## src/hdl/cpuPkg.sv

```systemverilog
`default_nettype none

package cpuPkg;

	// datapath word and register number
	typedef logic [31:0] word_t;
	typedef logic [4:0] regIdx_t;
	// apb byte address
	typedef logic [11:0] apbAddr_t;

	//////////////////////////////
	// instruction encodings
	//////////////////////////////

	// primary opcodes, mips numbering
	typedef logic [5:0] opcode_t;
	localparam opcode_t OP_RTYPE = 6'h00;
	localparam opcode_t OP_BEQ = 6'h04;
	localparam opcode_t OP_ADDI = 6'h08;
	localparam opcode_t OP_LW = 6'h23;
	localparam opcode_t OP_SW = 6'h2b;
	// all ones stops the core
	localparam opcode_t OP_HALT = 6'h3f;

	// r-type function field
	typedef logic [5:0] funct_t;
	localparam funct_t FN_ADD = 6'h20;
	localparam funct_t FN_SUB = 6'h22;
	localparam funct_t FN_AND = 6'h24;
	localparam funct_t FN_OR = 6'h25;
	localparam funct_t FN_SLT = 6'h2a;

	// execute operand source
	typedef enum logic [1:0] {
		FWD_NONE = 2'b00,
		FWD_MEM  = 2'b01,
		FWD_WB   = 2'b10
	} fwdSel_t;

	//////////////////////////////
	// host register map
	//////////////////////////////
	localparam apbAddr_t ADDR_CTRL = 12'h000;
	localparam apbAddr_t ADDR_STATUS = 12'h004;
	localparam apbAddr_t ADDR_RETIRED = 12'h008;
	// 32 words, one per register
	localparam apbAddr_t REG_BASE = 12'h080;
	localparam apbAddr_t IMEM_BASE = 12'h400;
	localparam apbAddr_t DMEM_BASE = 12'h800;

endpackage

`default_nettype wire

```

## src/hdl/hazardIf.sv

```systemverilog
`default_nettype none

interface hazardIf;
	// decode stage
	cpuPkg::regIdx_t rsD, rtD;
	logic branchD;
	logic forwardAD, forwardBD;
	logic stallF, stallD;
	// execute stage
	cpuPkg::regIdx_t rsE, rtE, writeRegE;
	logic regWriteE, memToRegE;
	cpuPkg::fwdSel_t forwardAE, forwardBE;
	logic flushE;
	// memory and writeback stages
	cpuPkg::regIdx_t writeRegM, writeRegW;
	logic regWriteM, memToRegM, regWriteW;

	// write enables arrive already qualified by stage valid
	modport pipe (
		output rsD, rtD, branchD, rsE, rtE, writeRegE, regWriteE, memToRegE,
		output writeRegM, regWriteM, memToRegM, writeRegW, regWriteW,
		input forwardAD, forwardBD, forwardAE, forwardBE, stallF, stallD, flushE
	);

	modport hazard (
		input rsD, rtD, branchD, rsE, rtE, writeRegE, regWriteE, memToRegE,
		input writeRegM, regWriteM, memToRegM, writeRegW, regWriteW,
		output forwardAD, forwardBD, forwardAE, forwardBE, stallF, stallD, flushE
	);
endinterface

`default_nettype wire

```

## src/hdl/cpuPipeline.sv

```systemverilog
`default_nettype none

module cpuPipeline #(
	parameter int IMEM_WORDS = 256,
	parameter int DMEM_WORDS = 256
) (
	input logic clk,
	input logic rstN,
	input logic run,
	output logic halted,
	output logic retirePulse,
	// instruction memory
	output logic [$clog2(IMEM_WORDS)-1:0] imemAddr,
	input cpuPkg::word_t imemData,
	// data memory
	output logic [$clog2(DMEM_WORDS)-1:0] dmemAddr,
	output logic dmemWe,
	output cpuPkg::word_t dmemWData,
	input cpuPkg::word_t dmemRData,
	// register file
	output cpuPkg::regIdx_t rfRAddr1,
	output cpuPkg::regIdx_t rfRAddr2,
	output cpuPkg::regIdx_t rfWAddr,
	output logic rfWe,
	output cpuPkg::word_t rfWData,
	input cpuPkg::word_t rfRData1,
	input cpuPkg::word_t rfRData2,
	hazardIf.pipe hz
);

	localparam int IAW = $clog2(IMEM_WORDS);
	localparam int DAW = $clog2(DMEM_WORDS);

	// run edge and advance
	logic runQ, start, adv, fetchStop;
	// fetch
	cpuPkg::word_t pcF, pcPlus4F;
	// decode
	logic validD, isRtypeD, haltD, takeD;
	logic regWriteD, memToRegD, memWriteD, aluSrcD;
	cpuPkg::word_t instrD, pcPlus4D, immD, srcAD, srcBD, branchTargetD;
	cpuPkg::opcode_t opD;
	cpuPkg::regIdx_t rsD, rtD, writeRegD;
	cpuPkg::funct_t aluFnD;
	// execute
	logic validE, regWriteE, memToRegE, memWriteE, aluSrcE, haltE;
	cpuPkg::regIdx_t rsE, rtE, writeRegE;
	cpuPkg::funct_t aluFnE;
	cpuPkg::word_t immE, rdAE, rdBE, srcAE, srcBRegE, srcBE, aluOutE;
	// memory
	logic validM, regWriteM, memToRegM, memWriteM, haltM;
	cpuPkg::regIdx_t writeRegM;
	cpuPkg::word_t aluOutM, writeDataM;
	// writeback
	logic validW, regWriteW, memToRegW, haltW;
	cpuPkg::regIdx_t writeRegW;
	cpuPkg::word_t aluOutW, readDataW, resultW;

	// first cycle after run rises restarts the core
	always_ff @(posedge clk) begin
		if (!rstN) begin
			runQ <= 1'b0;
		end else begin
			runQ <= run;
		end
	end
	assign start = run && !runQ;
	// run low freezes every stage
	assign adv = run && runQ;

	//////////////////////////////
	// fetch
	//////////////////////////////
	assign pcPlus4F = pcF + 32'd4;
	assign imemAddr = pcF[2 +: IAW];

	//////////////////////////////
	// decode
	//////////////////////////////
	assign opD = instrD[31:26];
	assign rsD = instrD[25:21];
	assign rtD = instrD[20:16];
	assign immD = {{16{instrD[15]}}, instrD[15:0]};
	assign isRtypeD = opD == cpuPkg::OP_RTYPE;
	assign haltD = validD && opD == cpuPkg::OP_HALT;

	// control, qualified by valid later
	assign regWriteD = isRtypeD || opD == cpuPkg::OP_ADDI || opD == cpuPkg::OP_LW;
	assign memToRegD = opD == cpuPkg::OP_LW;
	assign memWriteD = opD == cpuPkg::OP_SW;
	assign aluSrcD = !isRtypeD;
	assign writeRegD = isRtypeD ? instrD[15:11] : rtD;
	// immediate forms all add
	assign aluFnD = isRtypeD ? instrD[5:0] : cpuPkg::FN_ADD;

	assign rfRAddr1 = rsD;
	assign rfRAddr2 = rtD;

	// branch compare, memory stage bypass only
	assign srcAD = hz.forwardAD ? aluOutM : rfRData1;
	assign srcBD = hz.forwardBD ? aluOutM : rfRData2;
	assign takeD = hz.branchD && srcAD == srcBD;
	// offset is relative to the delay slot
	assign branchTargetD = pcPlus4D + {immD[29:0], 2'b00};

	//////////////////////////////
	// execute
	//////////////////////////////
	always_comb begin
		case (hz.forwardAE)
			cpuPkg::FWD_MEM: srcAE = aluOutM;
			cpuPkg::FWD_WB: srcAE = resultW;
			default: srcAE = rdAE;
		endcase
		case (hz.forwardBE)
			cpuPkg::FWD_MEM: srcBRegE = aluOutM;
			cpuPkg::FWD_WB: srcBRegE = resultW;
			default: srcBRegE = rdBE;
		endcase
	end
	assign srcBE = aluSrcE ? immE : srcBRegE;

	always_comb begin
		case (aluFnE)
			cpuPkg::FN_SUB: aluOutE = srcAE - srcBE;
			cpuPkg::FN_AND: aluOutE = srcAE & srcBE;
			cpuPkg::FN_OR: aluOutE = srcAE | srcBE;
			cpuPkg::FN_SLT: aluOutE = {31'b0, $signed(srcAE) < $signed(srcBE)};
			default: aluOutE = srcAE + srcBE;
		endcase
	end

	//////////////////////////////
	// memory and writeback
	//////////////////////////////
	assign dmemAddr = aluOutM[2 +: DAW];
	assign dmemWe = adv && validM && memWriteM;
	assign dmemWData = writeDataM;

	assign resultW = memToRegW ? readDataW : aluOutW;
	assign rfWAddr = writeRegW;
	assign rfWe = adv && validW && regWriteW;
	assign rfWData = resultW;
	// one pulse per instruction leaving writeback, halt included
	assign retirePulse = adv && validW;

	// hazard unit view
	assign hz.rsD = rsD;
	assign hz.rtD = rtD;
	assign hz.branchD = validD && opD == cpuPkg::OP_BEQ;
	assign hz.rsE = rsE;
	assign hz.rtE = rtE;
	assign hz.writeRegE = writeRegE;
	assign hz.regWriteE = validE && regWriteE;
	assign hz.memToRegE = validE && memToRegE;
	assign hz.writeRegM = writeRegM;
	assign hz.regWriteM = validM && regWriteM;
	assign hz.memToRegM = validM && memToRegM;
	assign hz.writeRegW = writeRegW;
	assign hz.regWriteW = validW && regWriteW;

	// pc, valids and halt tracking
	always_ff @(posedge clk) begin
		if (!rstN || start) begin
			pcF <= '0;
			validD <= 1'b0;
			validE <= 1'b0;
			validM <= 1'b0;
			validW <= 1'b0;
			fetchStop <= 1'b0;
			halted <= 1'b0;
		end else if (adv) begin
			if (!hz.stallF && !fetchStop) begin
				pcF <= takeD ? branchTargetD : pcPlus4F;
			end
			// nothing behind a halt enters decode
			if (!hz.stallD) begin
				validD <= !fetchStop && !haltD;
				if (haltD) begin
					fetchStop <= 1'b1;
				end
			end
			validE <= validD && !hz.flushE;
			validM <= validE;
			validW <= validM;
			if (validW && haltW) begin
				halted <= 1'b1;
			end
		end
	end

	// stage payload, gated by the valids above
	always_ff @(posedge clk) begin
		if (adv) begin
			if (!hz.stallD) begin
				instrD <= imemData;
				pcPlus4D <= pcPlus4F;
			end
			// d/e
			rsE <= rsD;
			rtE <= rtD;
			writeRegE <= writeRegD;
			regWriteE <= regWriteD;
			memToRegE <= memToRegD;
			memWriteE <= memWriteD;
			aluSrcE <= aluSrcD;
			aluFnE <= aluFnD;
			immE <= immD;
			rdAE <= rfRData1;
			rdBE <= rfRData2;
			haltE <= haltD;
			// e/m
			aluOutM <= aluOutE;
			writeDataM <= srcBRegE;
			writeRegM <= writeRegE;
			regWriteM <= regWriteE;
			memToRegM <= memToRegE;
			memWriteM <= memWriteE;
			haltM <= haltE;
			// m/w
			aluOutW <= aluOutM;
			readDataW <= dmemRData;
			writeRegW <= writeRegM;
			regWriteW <= regWriteM;
			memToRegW <= memToRegM;
			haltW <= haltM;
		end
	end

endmodule

`default_nettype wire

```

## src/flat_wrapper.sv

```systemverilog
// flat-port wrapper written by rule: the top's interface ports become plain ports
module cpuPipeline_flat 
#(
	parameter int IMEM_WORDS = 256,
	parameter int DMEM_WORDS = 256
)
  (clk, rstN, run, halted, retirePulse, imemAddr, imemData, dmemAddr, dmemWe, dmemWData, dmemRData, rfRAddr1, rfRAddr2, rfWAddr, rfWe, rfWData, rfRData1, rfRData2, hz_rsD, hz_rtD, hz_branchD, hz_rsE, hz_rtE, hz_writeRegE, hz_regWriteE, hz_memToRegE, hz_writeRegM, hz_regWriteM, hz_memToRegM, hz_writeRegW, hz_regWriteW, hz_forwardAD, hz_forwardBD, hz_forwardAE, hz_forwardBE, hz_stallF, hz_stallD, hz_flushE);
  hazardIf hz_i ();
  input logic clk;
  input logic rstN;
  input logic run;
  output logic halted;
  output logic retirePulse;
  output logic [$clog2(IMEM_WORDS)-1:0] imemAddr;
  input cpuPkg::word_t imemData;
  output logic [$clog2(DMEM_WORDS)-1:0] dmemAddr;
  output logic dmemWe;
  output cpuPkg::word_t dmemWData;
  input cpuPkg::word_t dmemRData;
  output cpuPkg::regIdx_t rfRAddr1;
  output cpuPkg::regIdx_t rfRAddr2;
  output cpuPkg::regIdx_t rfWAddr;
  output logic rfWe;
  output cpuPkg::word_t rfWData;
  input cpuPkg::word_t rfRData1;
  input cpuPkg::word_t rfRData2;
  output wire logic [$bits(hz_i.rsD)-1:0] hz_rsD;
  output wire logic [$bits(hz_i.rtD)-1:0] hz_rtD;
  output wire logic [$bits(hz_i.branchD)-1:0] hz_branchD;
  output wire logic [$bits(hz_i.rsE)-1:0] hz_rsE;
  output wire logic [$bits(hz_i.rtE)-1:0] hz_rtE;
  output wire logic [$bits(hz_i.writeRegE)-1:0] hz_writeRegE;
  output wire logic [$bits(hz_i.regWriteE)-1:0] hz_regWriteE;
  output wire logic [$bits(hz_i.memToRegE)-1:0] hz_memToRegE;
  output wire logic [$bits(hz_i.writeRegM)-1:0] hz_writeRegM;
  output wire logic [$bits(hz_i.regWriteM)-1:0] hz_regWriteM;
  output wire logic [$bits(hz_i.memToRegM)-1:0] hz_memToRegM;
  output wire logic [$bits(hz_i.writeRegW)-1:0] hz_writeRegW;
  output wire logic [$bits(hz_i.regWriteW)-1:0] hz_regWriteW;
  input wire logic [$bits(hz_i.forwardAD)-1:0] hz_forwardAD;
  input wire logic [$bits(hz_i.forwardBD)-1:0] hz_forwardBD;
  input wire logic [$bits(hz_i.forwardAE)-1:0] hz_forwardAE;
  input wire logic [$bits(hz_i.forwardBE)-1:0] hz_forwardBE;
  input wire logic [$bits(hz_i.stallF)-1:0] hz_stallF;
  input wire logic [$bits(hz_i.stallD)-1:0] hz_stallD;
  input wire logic [$bits(hz_i.flushE)-1:0] hz_flushE;
  assign hz_rsD = hz_i.rsD;
  assign hz_rtD = hz_i.rtD;
  assign hz_branchD = hz_i.branchD;
  assign hz_rsE = hz_i.rsE;
  assign hz_rtE = hz_i.rtE;
  assign hz_writeRegE = hz_i.writeRegE;
  assign hz_regWriteE = hz_i.regWriteE;
  assign hz_memToRegE = hz_i.memToRegE;
  assign hz_writeRegM = hz_i.writeRegM;
  assign hz_regWriteM = hz_i.regWriteM;
  assign hz_memToRegM = hz_i.memToRegM;
  assign hz_writeRegW = hz_i.writeRegW;
  assign hz_regWriteW = hz_i.regWriteW;
  assign hz_i.forwardAD = hz_forwardAD;
  assign hz_i.forwardBD = hz_forwardBD;
  assign hz_i.forwardAE = hz_forwardAE;
  assign hz_i.forwardBE = hz_forwardBE;
  assign hz_i.stallF = hz_stallF;
  assign hz_i.stallD = hz_stallD;
  assign hz_i.flushE = hz_flushE;
  cpuPipeline #(.IMEM_WORDS(IMEM_WORDS), .DMEM_WORDS(DMEM_WORDS)) u_core (.clk(clk), .rstN(rstN), .run(run), .halted(halted), .retirePulse(retirePulse), .imemAddr(imemAddr), .imemData(imemData), .dmemAddr(dmemAddr), .dmemWe(dmemWe), .dmemWData(dmemWData), .dmemRData(dmemRData), .rfRAddr1(rfRAddr1), .rfRAddr2(rfRAddr2), .rfWAddr(rfWAddr), .rfWe(rfWe), .rfWData(rfWData), .rfRData1(rfRData1), .rfRData2(rfRData2), .hz(hz_i));
endmodule
```

## config.mk

```make
export PLATFORM = sky130hd
export DESIGN_NAME = cpuPipeline_flat
export DESIGN_NICKNAME = d
export VERILOG_FILES = /design/src/hdl/cpuPkg.sv /design/src/hdl/hazardIf.sv /design/src/hdl/cpuPipeline.sv /design/src/flat_wrapper.sv
export SDC_FILE = /design/constraint.sdc
export NUM_CORES = 1
export LEC_CHECK = 0
export BUFFER_PORTS_ARGS = -buffer_cell sky130_fd_sc_hd__buf_2
export CAP_MARGIN = 20
export CORE_AREA = 2 2 148 294
export DETAILED_ROUTE_END_ITERATION = 8
export DIE_AREA = 0 0 150 296
export GPL_TIMING_DRIVEN = 1
export HOLD_SLACK_MARGIN = 0.12
export PLACE_DENSITY = 0.76
export SLEW_MARGIN = 30
export SYNTH_ARGS = -nofsm -noshare
export SYNTH_HDL_FRONTEND = slang
export SYNTH_SLANG_ARGS = --single-unit
```

## constraint.sdc

```tcl
create_clock -name clk -period 12 [get_ports clk]
set_clock_uncertainty 0.15 [all_clocks]
set_input_delay 1.2 -clock clk [delete_from_list [all_inputs] [get_ports clk]]
set_output_delay 1.2 -clock clk [all_outputs]
set_load 0.03 [all_outputs]
```

==> flow_summary.html, run 1 <==
<table>
<tr><th>Metric</th><th>Value</th></tr>
<tr><th colspan="2">Place</th></tr>
<tr><td>Cells after DPL</td><td>2516</td></tr>
<tr><td>Placer's final routability congestion estimate</td><td>0.9690</td></tr>
<tr><td>Port Buffers</td><td>279</td></tr>
<tr><td>Post-place instance area</td><td>0.02020 mm^2</td></tr>
<tr><td>Worst slack at placement</td><td>5.799 ns</td></tr>
<tr><td>DP HPWL</td><td>45690 um</td></tr>
<tr><th colspan="2">Timing</th></tr>
<tr><td>Final-layout worst hold slack</td><td>0.2699 ns</td></tr>
<tr><td>Sum of negative setup slack</td><td>0 ns</td></tr>
<tr><td>Unrepaired setup endpoints after global routing</td><td>false</td></tr>
<tr><td>Final hold violation count</td><td>0</td></tr>
<tr><td>Remaining max-slew budget at the tightest pin</td><td>38.87%</td></tr>
<tr><td>Slew Viols, Final</td><td>0</td></tr>
<tr><td>Maximum clock rate</td><td>172.7 MHz</td></tr>
<tr><td>Worst Tran Pin Value</td><td>0.9159 ns</td></tr>
<tr><td>Min Clock Period, post-route</td><td>5.790 ns</td></tr>
<tr><td>Final-report setup violation count</td><td>0</td></tr>
<tr><td>Final critical-path setup slack</td><td>6.210 ns</td></tr>
<tr><td>Period utilisation layout</td><td>48.25%</td></tr>
<tr><th colspan="2">Synthesis</th></tr>
<tr><td>Syn_nets</td><td>2061</td></tr>
<tr><td>Top cell type by total area after synthesis</td><td>edfxtp_1</td></tr>
<tr><td>Fraction of the yosys area taken by sequential cells</td><td>48.43%</td></tr>
<tr><td>Most frequently used flop master after synthesis</td><td>edfxtp_1</td></tr>
<tr><td>Area contributors post-synth</td><td>edfxtp_1 (47%), ha_1 (7.3%), inv_1 (3.6%), a22oi_1 (3.4%), a21oi_1 (2.8%)</td></tr>
<tr><td>Synth Cell Area</td><td>0.01866 mm^2</td></tr>
<tr><td>YS warnings</td><td>0</td></tr>
<tr><td>Library cell with the highest instance count after synthesis</td><td>edfxtp_1</td></tr>
<tr><td>Count of flip-flops with a built-in enable after synthesis</td><td>291</td></tr>
<tr><td>Area share of the largest cell type after synthesis</td><td>46.82%</td></tr>
<tr><td>Leading post-synthesis cells by instance count</td><td>edfxtp_1 (291), inv_1 (177), nand2_1 (135)</td></tr>
<tr><td>Fraction of registers with async set or reset after synthesis</td><td>0%</td></tr>
<tr><td>Average cell area after synthesis</td><td>10.32 um^2</td></tr>
<tr><td>Seq cells post-synth</td><td>306</td></tr>
<tr><td>Number of cells produced by synthesis</td><td>1809</td></tr>
<tr><td>Number of library cell types mapped by synthesis</td><td>76</td></tr>
<tr><th colspan="2">Worst setup path</th></tr>
<tr><td>Critical Path Source</td><td>u_core.memToRegW$_DFFE_PP_</td></tr>
<tr><td>Crit path to</td><td>u_core.aluOutM[28]$_DFFE_PP_</td></tr>
<tr><td>Maximum fanout along the worst path</td><td>21</td></tr>
<tr><td>Register-to-register setup slack</td><td>6.21 ns</td></tr>
<tr><td>Most common cell on crit path</td><td>o211a_1</td></tr>
<tr><td>Cell count of the worst reg-to-reg path</td><td>18</td></tr>
<tr><td>Critical-path cell list</td><td>buf_4, mux2_2, a22oi_1, nor2_1, a21oi_1, o21a_1, inv_1, ha_1, fa_1, nor2b_1, o211a_1, o211a_1, a211o_1, o211ai_1, nand2_1, a221o_1, a22o_1, o31a_1</td></tr>
<tr><td>Largest incremental delay on the critical path</td><td>0.78 ns</td></tr>
<tr><td>Start of the worst register-to-register path</td><td>u_core.memToRegW$_DFFE_PP_</td></tr>
<tr><td>Worst EP required</td><td>12.18 ns</td></tr>
<tr><td>Cell type group with the largest total delay on the critical path</td><td>compound AO/OA/AOI/OAI gates</td></tr>
<tr><td>Endpoint of the worst-slack reg-to-reg timing path</td><td>u_core.aluOutM[28]$_DFFE_PP_</td></tr>
<tr><td>Type of element launching the critical path</td><td>flop</td></tr>
<tr><td>Critical path's slowest cell</td><td>edfxtp_1</td></tr>
<tr><td>Class of the most critical setup path</td><td>flop to flop</td></tr>
<tr><td>Cell count along the critical path</td><td>18</td></tr>
<tr><td>Combined buffer and inverter count along the critical path</td><td>2</td></tr>
<tr><td>Sort of element at the end of the critical path</td><td>flop</td></tr>
<tr><td>Data arrival at the endpoint of the critical path</td><td>5.97 ns</td></tr>
<tr><th colspan="2">Global route</th></tr>
<tr><td>Grt total ovfl</td><td>0</td></tr>
<tr><td>Pin count of the biggest net entering global routing</td><td>125</td></tr>
<tr><td>Number of antenna violations at the first check in global routing</td><td>3</td></tr>
<tr><td>First-pass GRT wire length</td><td>90870 um</td></tr>
<tr><td>Vias in the first global route</td><td>14960</td></tr>
<tr><td>Overall fraction of global-route tracks in use</td><td>27.36%</td></tr>
<tr><th colspan="2">CTS</th></tr>
<tr><td>Post-cts sizing count</td><td>0</td></tr>
<tr><td>Clock Tree Buf Depth</td><td>3</td></tr>
<tr><td>TritonCTS Sinks</td><td>306</td></tr>
<tr><td>Clock transition at path regs</td><td>0.08 ns</td></tr>
<tr><td>Post-CTS Setup Inserts</td><td>0</td></tr>
<tr><td>Count of H-tree levels built during CTS</td><td>1</td></tr>
<tr><td>TritonCTS clock tree</td><td>done</td></tr>
<tr><td>CTS hold repair buffers</td><td>0</td></tr>
<tr><td>Later-pin clock latency in the skew report</td><td>0.59 ns</td></tr>
<tr><td>Inserted Clock Buffers</td><td>29</td></tr>
<tr><td>Root cell of the clock tree</td><td>clkbuf_16</td></tr>
<tr><th colspan="2">Final layout</th></tr>
<tr><td>Number of standard cells in the layout, taps in and fillers out</td><td>2570</td></tr>
<tr><td>Ratio of cells with drive above 1 in the final layout</td><td>20.54%</td></tr>
<tr><td>Final nets</td><td>2254</td></tr>
<tr><td>Number of diodes</td><td>0</td></tr>
<tr><td>Final instance area</td><td>0.02122 mm^2</td></tr>
<tr><td>Layout-stage area growth over the synthesis result</td><td>13.68%</td></tr>
<tr><td>Final design utilization</td><td>50.15%</td></tr>
<tr><th colspan="2">Floorplan</th></tr>
<tr><td>Standard cell core area</td><td>0.04231 mm^2</td></tr>
<tr><td>Total I/O pin count</td><td>280</td></tr>
<tr><td>Number of placement rows</td><td>107</td></tr>
<tr><td>Total die area</td><td>0.04440 mm^2</td></tr>
<tr><td>Die outline width</td><td>150 um</td></tr>
<tr><td>Height of the die</td><td>296 um</td></tr>
<tr><td>Starting Density</td><td>44.11%</td></tr>
<tr><th colspan="2">Route</th></tr>
<tr><td>1st-iter DRT viols</td><td>1373</td></tr>
<tr><td>Antenna-violating nets left</td><td>0</td></tr>
<tr><td>Ratio of routed vias to standard cells</td><td>6.068</td></tr>
<tr><td>Total DRC errors in the routed layout</td><td>0</td></tr>
<tr><td>Total iterations of the first detailed-routing run</td><td>8</td></tr>
<tr><td>DR WL/cell</td><td>24.33 um</td></tr>
<tr><td>Total detailed-routing wirelength</td><td>62540 um</td></tr>
<tr><td>Count of vias placed by the detailed router</td><td>15600</td></tr>
<tr><th colspan="2">Power</th></tr>
<tr><td>Post-layout power</td><td>2.749 mW</td></tr>
<tr><td>Static leakage</td><td>8.637 nW</td></tr>
<tr><td>IR Drop Worst-Case VDD</td><td>0.0001340 V</td></tr>
<tr><td>Pwr per Cell Area</td><td>129.5 mW/mm^2</td></tr>
<tr><th colspan="2">Status</th></tr>
<tr><td>Result of the run</td><td>finished, final reports clean</td></tr>
<tr><th colspan="2">Hold path</th></tr>
<tr><td>Min-Delay Path Class</td><td>flop to flop</td></tr>
<tr><th colspan="2">Flow run</th></tr>
<tr><td>Max-capacitance violation count</td><td>0</td></tr>
</table>
registers in the layout, indices dropped and copies added (netlist names), 16 cells and up:
register          cells
u_core.aluOutM       32
u_core.aluOutW       32
u_core.dmemWData     32
u_core.instrD        32
u_core.rdAE          32
u_core.rdBE          32
u_core.readDataW     32
u_core.immE          16
final cells by class:
cell class	count	area, um^2
well taps	545	681.9
inverters	179	679.4
repair buffers	301	1565
clock buffers	31	733.2
fillers	3939	21090
multi-input cells	1185	8238
clock inverters	23	280.3
flip-flops and latches	306	9039
worst min-delay path by stage:
stage | start | end | slack [ns] | cells past startpoint
floorplan | u_core.haltE$_DFFE_PP_ | u_core.haltM$_DFFE_PP_ | 0.25 | 0
global placement | u_core.instrD[8]$_DFFE_PP_ | u_core.immE[8]$_DFFE_PP_ | 0.25 | 0
detailed placement | u_core.haltE$_DFFE_PP_ | u_core.haltM$_DFFE_PP_ | 0.25 | 0
CTS | u_core.haltE$_DFFE_PP_ | u_core.haltM$_DFFE_PP_ | 0.27 | 0
global route | u_core.haltE$_DFFE_PP_ | u_core.haltM$_DFFE_PP_ | 0.28 | 0
finish | u_core.haltE$_DFFE_PP_ | u_core.haltM$_DFFE_PP_ | 0.27 | 0
per-layer routing:
metal / track usage, % / up-vias / share of wire [%]
met3: 4.000 / 202 / 8.3
met4: 18.64 / 6 / 7.7
met5: 0 / - / 0.045
met2: 47.25 / 934 / 49
met1: 30.85 / 7357 / 34
li1: - / 7096 / -
kinds of logic after synthesis:
family | synth area share [%]
muxes | 3.526
adders and majority gates | 7.629
AOI/OAI and AO/OA | 21.82
and+or+nand+nor | 9.554
xor gates and xnor gates | 1.502
DFF | 48.43
buffers and inverters | 7.536
report_power, final:
part           leakage, nW  internal [mW]  switching, mW
clock                0.483          0.558          0.440
sequential            2.78           1.21         0.0219
combinational         5.37          0.174          0.346
total                 8.64           1.94          0.808
worst reg2reg max path: cells and delay by family, from the launching register on:
family,cells,cell delay (ns)
compound gates,10,2.54
fa+ha+maj,2,0.65
buf+inv,2,0.52
flops,1,0.78
mux,1,0.52
simple gates,3,0.39
layout by cell type (no fill, tap or decap), types with 13 or more instances in the layout:
cell type | Yosys | layout
a21o_1 | 21 | 21
a221o_1 | 19 | 19
o21bai_1 | 15 | 15
dfxtp_1 | 15 | 15
o22ai_1 | 33 | 33
nor2b_1 | 15 | 15
buf_4 | 41 | 21
xnor2_1 | 27 | 27
clkbuf_16 | 0 | 29
a211oi_1 | 14 | 14
o21ai_0 | 101 | 99
a221oi_1 | 35 | 35
nor2_1 | 131 | 128
ha_1 | 109 | 108
a22oi_1 | 84 | 84
nand4_1 | 13 | 13
o221ai_1 | 35 | 35
mux2_2 | 38 | 38
nor3_1 | 19 | 19
edfxtp_1 | 291 | 291
o21a_1 | 32 | 32
nand3_1 | 22 | 21
inv_1 | 177 | 176
mux2i_1 | 23 | 23
o211ai_1 | 24 | 24
buf_2 | 23 | 279
nand2_1 | 135 | 135
a21oi_1 | 104 | 104
(Power assumes the default switching activity.)
==> run 2: changes to the inputs <==
--- a/config.mk
+++ b/config.mk
@@ -12,7 +12,7 @@
 export DIE_AREA = 0 0 150 296
 export GPL_TIMING_DRIVEN = 1
 export HOLD_SLACK_MARGIN = 0.12
-export PLACE_DENSITY = 0.76
+export PLACE_DENSITY = 0.78
 export SLEW_MARGIN = 30
 export SYNTH_ARGS = -nofsm -noshare
 export SYNTH_HDL_FRONTEND = slang
==> constraint.sdc (replaced) <==
create_clock -name clk -period 5.25 [get_ports clk]
set_clock_uncertainty 0.15 [all_clocks]
set_input_delay 0.525 -clock clk [delete_from_list [all_inputs] [get_ports clk]]
set_output_delay 0.525 -clock clk [all_outputs]
set_load 0.03 [all_outputs]
==> run 2 against run 1 <==
  * Critical path type unchanged
  * Non-clock buffer count up 229
  * Clock power grew 110%
  * Clock-buffer cell count rose by 9
  * Utilization is 4.8 points higher
  * Combinational power rose to 2.7 times the previous value
  * Largest power group unchanged
  * Cell count is 8.8% higher
  * Largest cell class unchanged
  * Fmax is 15% higher
  * Die area is the same
==> flow_summary.html, run 2 (synthesis gave the netlist of run 1 again) <==
<table>
<tr><th>Metric</th><th>Value</th></tr>
<tr><th colspan="2">CTS</th></tr>
<tr><td>Clock transition at path regs</td><td>0.07 ns (was 0.08 ns)</td></tr>
<tr><td>Clock Tree Buf Depth</td><td>3 (unchanged)</td></tr>
<tr><td>Later-pin clock latency in the skew report</td><td>0.59 ns (about the same)</td></tr>
<tr><td>Post-CTS Setup Inserts</td><td>0 (unchanged)</td></tr>
<tr><td>TritonCTS Sinks</td><td>306 (unchanged)</td></tr>
<tr><td>TritonCTS clock tree</td><td>done (unchanged)</td></tr>
<tr><td>Count of H-tree levels built during CTS</td><td>1 (unchanged)</td></tr>
<tr><td>Inserted Clock Buffers</td><td>28 (was 29)</td></tr>
<tr><td>Root cell of the clock tree</td><td>clkbuf_16 (unchanged)</td></tr>
<tr><th colspan="2">Worst setup path</th></tr>
<tr><td>Type of element launching the critical path</td><td>flop (unchanged)</td></tr>
<tr><td>Data arrival at the endpoint of the critical path</td><td>5.22 ns (was 5.97 ns)</td></tr>
<tr><td>Worst EP required</td><td>5.44 ns (was 12.18 ns)</td></tr>
<tr><td>Critical Path Source</td><td>u_core.memToRegW$_DFFE_PP_ (unchanged)</td></tr>
<tr><td>Sort of element at the end of the critical path</td><td>flop (unchanged)</td></tr>
<tr><td>Start of the worst register-to-register path</td><td>u_core.memToRegW$_DFFE_PP_ (unchanged)</td></tr>
<tr><td>Class of the most critical setup path</td><td>flop to flop (unchanged)</td></tr>
<tr><td>Maximum fanout along the worst path</td><td>21 (unchanged)</td></tr>
<tr><th colspan="2">Timing</th></tr>
<tr><td>Final-report setup violation count</td><td>0 (unchanged)</td></tr>
<tr><td>Maximum clock rate</td><td>198.7 MHz (was 172.7 MHz)</td></tr>
<tr><td>Unrepaired setup endpoints after global routing</td><td>false (unchanged)</td></tr>
<tr><td>Slew Viols, Final</td><td>0 (unchanged)</td></tr>
<tr><td>Final-layout worst hold slack</td><td>0.1600 ns (was 0.2699 ns)</td></tr>
<tr><td>Min Clock Period, post-route</td><td>5.034 ns (was 5.790 ns)</td></tr>
<tr><td>Period utilisation layout</td><td>95.88% (was 48.25%)</td></tr>
<tr><td>Worst Tran Pin Value</td><td>0.9769 ns (was 0.9159 ns)</td></tr>
<tr><td>Final hold violation count</td><td>0 (unchanged)</td></tr>
<tr><td>Remaining max-slew budget at the tightest pin</td><td>34.18% (was 38.87%)</td></tr>
<tr><th colspan="2">Floorplan</th></tr>
<tr><td>Height of the die</td><td>296 um (unchanged)</td></tr>
<tr><td>Die outline width</td><td>150 um (unchanged)</td></tr>
<tr><td>Total I/O pin count</td><td>280 (unchanged)</td></tr>
<tr><td>Starting Density</td><td>44.11% (unchanged)</td></tr>
<tr><td>Number of placement rows</td><td>107 (unchanged)</td></tr>
<tr><td>Total die area</td><td>0.04440 mm^2 (unchanged)</td></tr>
<tr><td>Standard cell core area</td><td>0.04231 mm^2 (unchanged)</td></tr>
<tr><th colspan="2">Global route</th></tr>
<tr><td>Overall fraction of global-route tracks in use</td><td>28.96% (was 27.36%)</td></tr>
<tr><td>Grt total ovfl</td><td>0 (unchanged)</td></tr>
<tr><td>Pin count of the biggest net entering global routing</td><td>106 (was 125)</td></tr>
<tr><td>Number of antenna violations at the first check in global routing</td><td>0 (was 3)</td></tr>
<tr><td>First-pass GRT wire length</td><td>97280 um (was 90870 um)</td></tr>
<tr><td>Vias in the first global route</td><td>16440 (was 14960)</td></tr>
<tr><th colspan="2">Power</th></tr>
<tr><td>Static leakage</td><td>9.636 nW (was 8.637 nW)</td></tr>
<tr><td>Portion of total power attributed to the clock network</td><td>32.9% (was 36.3%)</td></tr>
<tr><td>Relative contribution of sequential cells to total power</td><td>44.9% (was 44.8%)</td></tr>
<tr><td>Combinational power share</td><td>22.2% (was 18.9%)</td></tr>
<tr><td>IR Drop Worst-Case VDD</td><td>0.0003182 V (was 0.0001340 V)</td></tr>
<tr><td>Post-layout power</td><td>6.266 mW (was 2.749 mW)</td></tr>
<tr><td>Internal power</td><td>4.414 mW (was 1.941 mW)</td></tr>
<tr><td>Pwr per Cell Area</td><td>269.4 mW/mm^2 (was 129.5 mW/mm^2)</td></tr>
<tr><td>Psw</td><td>1.851 mW (was 0.8081 mW)</td></tr>
<tr><td>Share of total power consumed by net switching</td><td>29.55% (was 29.40%)</td></tr>
<tr><th colspan="2">Status</th></tr>
<tr><td>Result of the run</td><td>finished, final reports clean (unchanged)</td></tr>
<tr><th colspan="2">Route</th></tr>
<tr><td>Total DRC errors in the routed layout</td><td>0 (unchanged)</td></tr>
<tr><td>Ratio of routed vias to standard cells</td><td>5.936 (was 6.068)</td></tr>
<tr><td>Count of vias placed by the detailed router</td><td>16600 (was 15600)</td></tr>
<tr><td>DR WL/cell</td><td>23.38 um (was 24.33 um)</td></tr>
<tr><td>1st-iter DRT viols</td><td>1511 (was 1373)</td></tr>
<tr><td>Antenna-violating nets left</td><td>0 (unchanged)</td></tr>
<tr><td>Total iterations of the first detailed-routing run</td><td>6 (was 8)</td></tr>
<tr><td>Total detailed-routing wirelength</td><td>65410 um (was 62540 um)</td></tr>
<tr><th colspan="2">Final layout</th></tr>
<tr><td>Most frequent standard cell in the layout excluding fill and tap cells</td><td>edfxtp_1 (unchanged)</td></tr>
<tr><td>Number of standard cells in the layout, taps in and fillers out</td><td>2797 (was 2570)</td></tr>
<tr><td>Final instance area</td><td>0.02326 mm^2 (was 0.02122 mm^2)</td></tr>
<tr><td>Layout-stage area growth over the synthesis result</td><td>24.62% (was 13.68%)</td></tr>
<tr><td>Fill cell total of the finished layout</td><td>3700 (was 3939)</td></tr>
<tr><td>Ratio of cells with drive above 1 in the final layout</td><td>22.52% (was 20.54%)</td></tr>
<tr><td>Most used cells in the layout excluding fill and tap cells</td><td>edfxtp_1 (291), buf_2 (279), inv_1 (176) (unchanged)</td></tr>
<tr><td>Final design utilization</td><td>54.98% (was 50.15%)</td></tr>
<tr><td>Final nets</td><td>2482 (was 2254)</td></tr>
<tr><th colspan="2">Place</th></tr>
<tr><td>DP HPWL</td><td>48190 um (was 45690 um)</td></tr>
<tr><td>Post-place instance area</td><td>0.02104 mm^2 (was 0.02020 mm^2)</td></tr>
<tr><td>Port Buffers</td><td>279 (unchanged)</td></tr>
<tr><td>Cells after DPL</td><td>2614 (was 2516)</td></tr>
<tr><td>Placer's final routability congestion estimate</td><td>0.9719 (was 0.9690)</td></tr>
<tr><th colspan="2">Flow run</th></tr>
<tr><td>Max-capacitance violation count</td><td>0 (unchanged)</td></tr>
<tr><th colspan="2">Hold path</th></tr>
<tr><td>Startpoint of the most critical hold path</td><td>hz_stallD (was u_core.haltE$_DFFE_PP_)</td></tr>
<tr><td>Min-Delay Path Class</td><td>input port to flop (was flop to flop)</td></tr>
</table>
-- run 2: cell count changes in the layout (fill, tap and decap cells not counted), moves of 3 or more --
cell / before / now
buf_12: 0 / 7
buf_4: 21 / 113
bufinv_16: 5 / 0
clkbuf_1: 2 / 8
clkinv_2: 5 / 2
dlygate4sd3_1: 0 / 130
-- run 2: path summary, 6_finish.rpt --
check	endpoint	slack, ns	cells past startpoint
setup / recovery	u_core.aluOutM[25]$_DFFE_PP_	0.22	17
hold reg to reg	u_core.memWriteM$_DFFE_PP_	0.27	0
hold / removal	u_core.validD$_SDFFE_PP0P_	0.16	3
setup reg to reg	u_core.aluOutM[25]$_DFFE_PP_	0.22	17
-- run 2: metrics by stage --
step           worst slack [ns]  TNS [ns]
3_3_place_gp            0.04399         0
5_1_grt                  0.1065         0
6_report                 0.2162         0
3_5_place_dp            0.03458         0
2_1_floorplan           -0.3104   -0.3104
4_1_cts                  0.2929         0
-- run 2: power groups by stage --
stage / logic [mW] / registers, mW / clock network, mW
after global routing: 1.50 / 2.82 / 2.17
final: 1.39 / 2.82 / 2.06
after detailed placement: 1.27 / 2.87 / 0
after global placement: 1.26 / 2.87 / 0
after floorplan: 0.763 / 2.88 / 0
after CTS: 1.36 / 2.81 / 2.08
-- run 2: metal layers --
layer / vias up / wire (um) / GRT usage (%)
met2: 939 / 31770 / 49.10
met4: 0 / 6091 / 21.88
met3: 253 / 4643 / 3.754
met5: - / 0 / 0
met1: 7855 / 22900 / 32.87
li1: 7556 / - / -
-- run 2: repair_timing --
item | CTS | global route
gates resized for setup | 0 | 0
endpoints found under the hold margin | 131 | 0
hold buffers | 130 | 0
endpoints found under the setup margin | 0 | 0
-- run 2: worst max-delay path, stage by stage (launching register included) --
cell and delay, ns:
edfxtp_1 0.39, buf_12 0.19, buf_4 0.25, mux2_2 0.41, a22oi_1 0.15, nor2_1 0.06, a21oi_1 0.24, o21ai_0 0.21
ha_1 0.35, or4b_4 0.50, or3_1 0.33, a31oi_1 0.18, a211o_2 0.19, o22ai_2 0.12, o21a_4 0.26, o31a_1 0.25
a221o_1 0.30, a22o_1 0.24
-- run 2: layout make-up --
class | count | area (um^2) | area share (%)
inverters | 179 | 675.6 | 2.905
clock buffers | 40 | 819.5 | 3.524
multi-input cells | 1185 | 8255 | 35.49
flip-flops and latches | 306 | 9039 | 38.86
clock inverters | 11 | 71.32 | 0.3066
well taps | 545 | 681.9 | 2.932
diodes | 1 | 2.502 | 0.01076
repair buffers | 530 | 3714 | 15.97
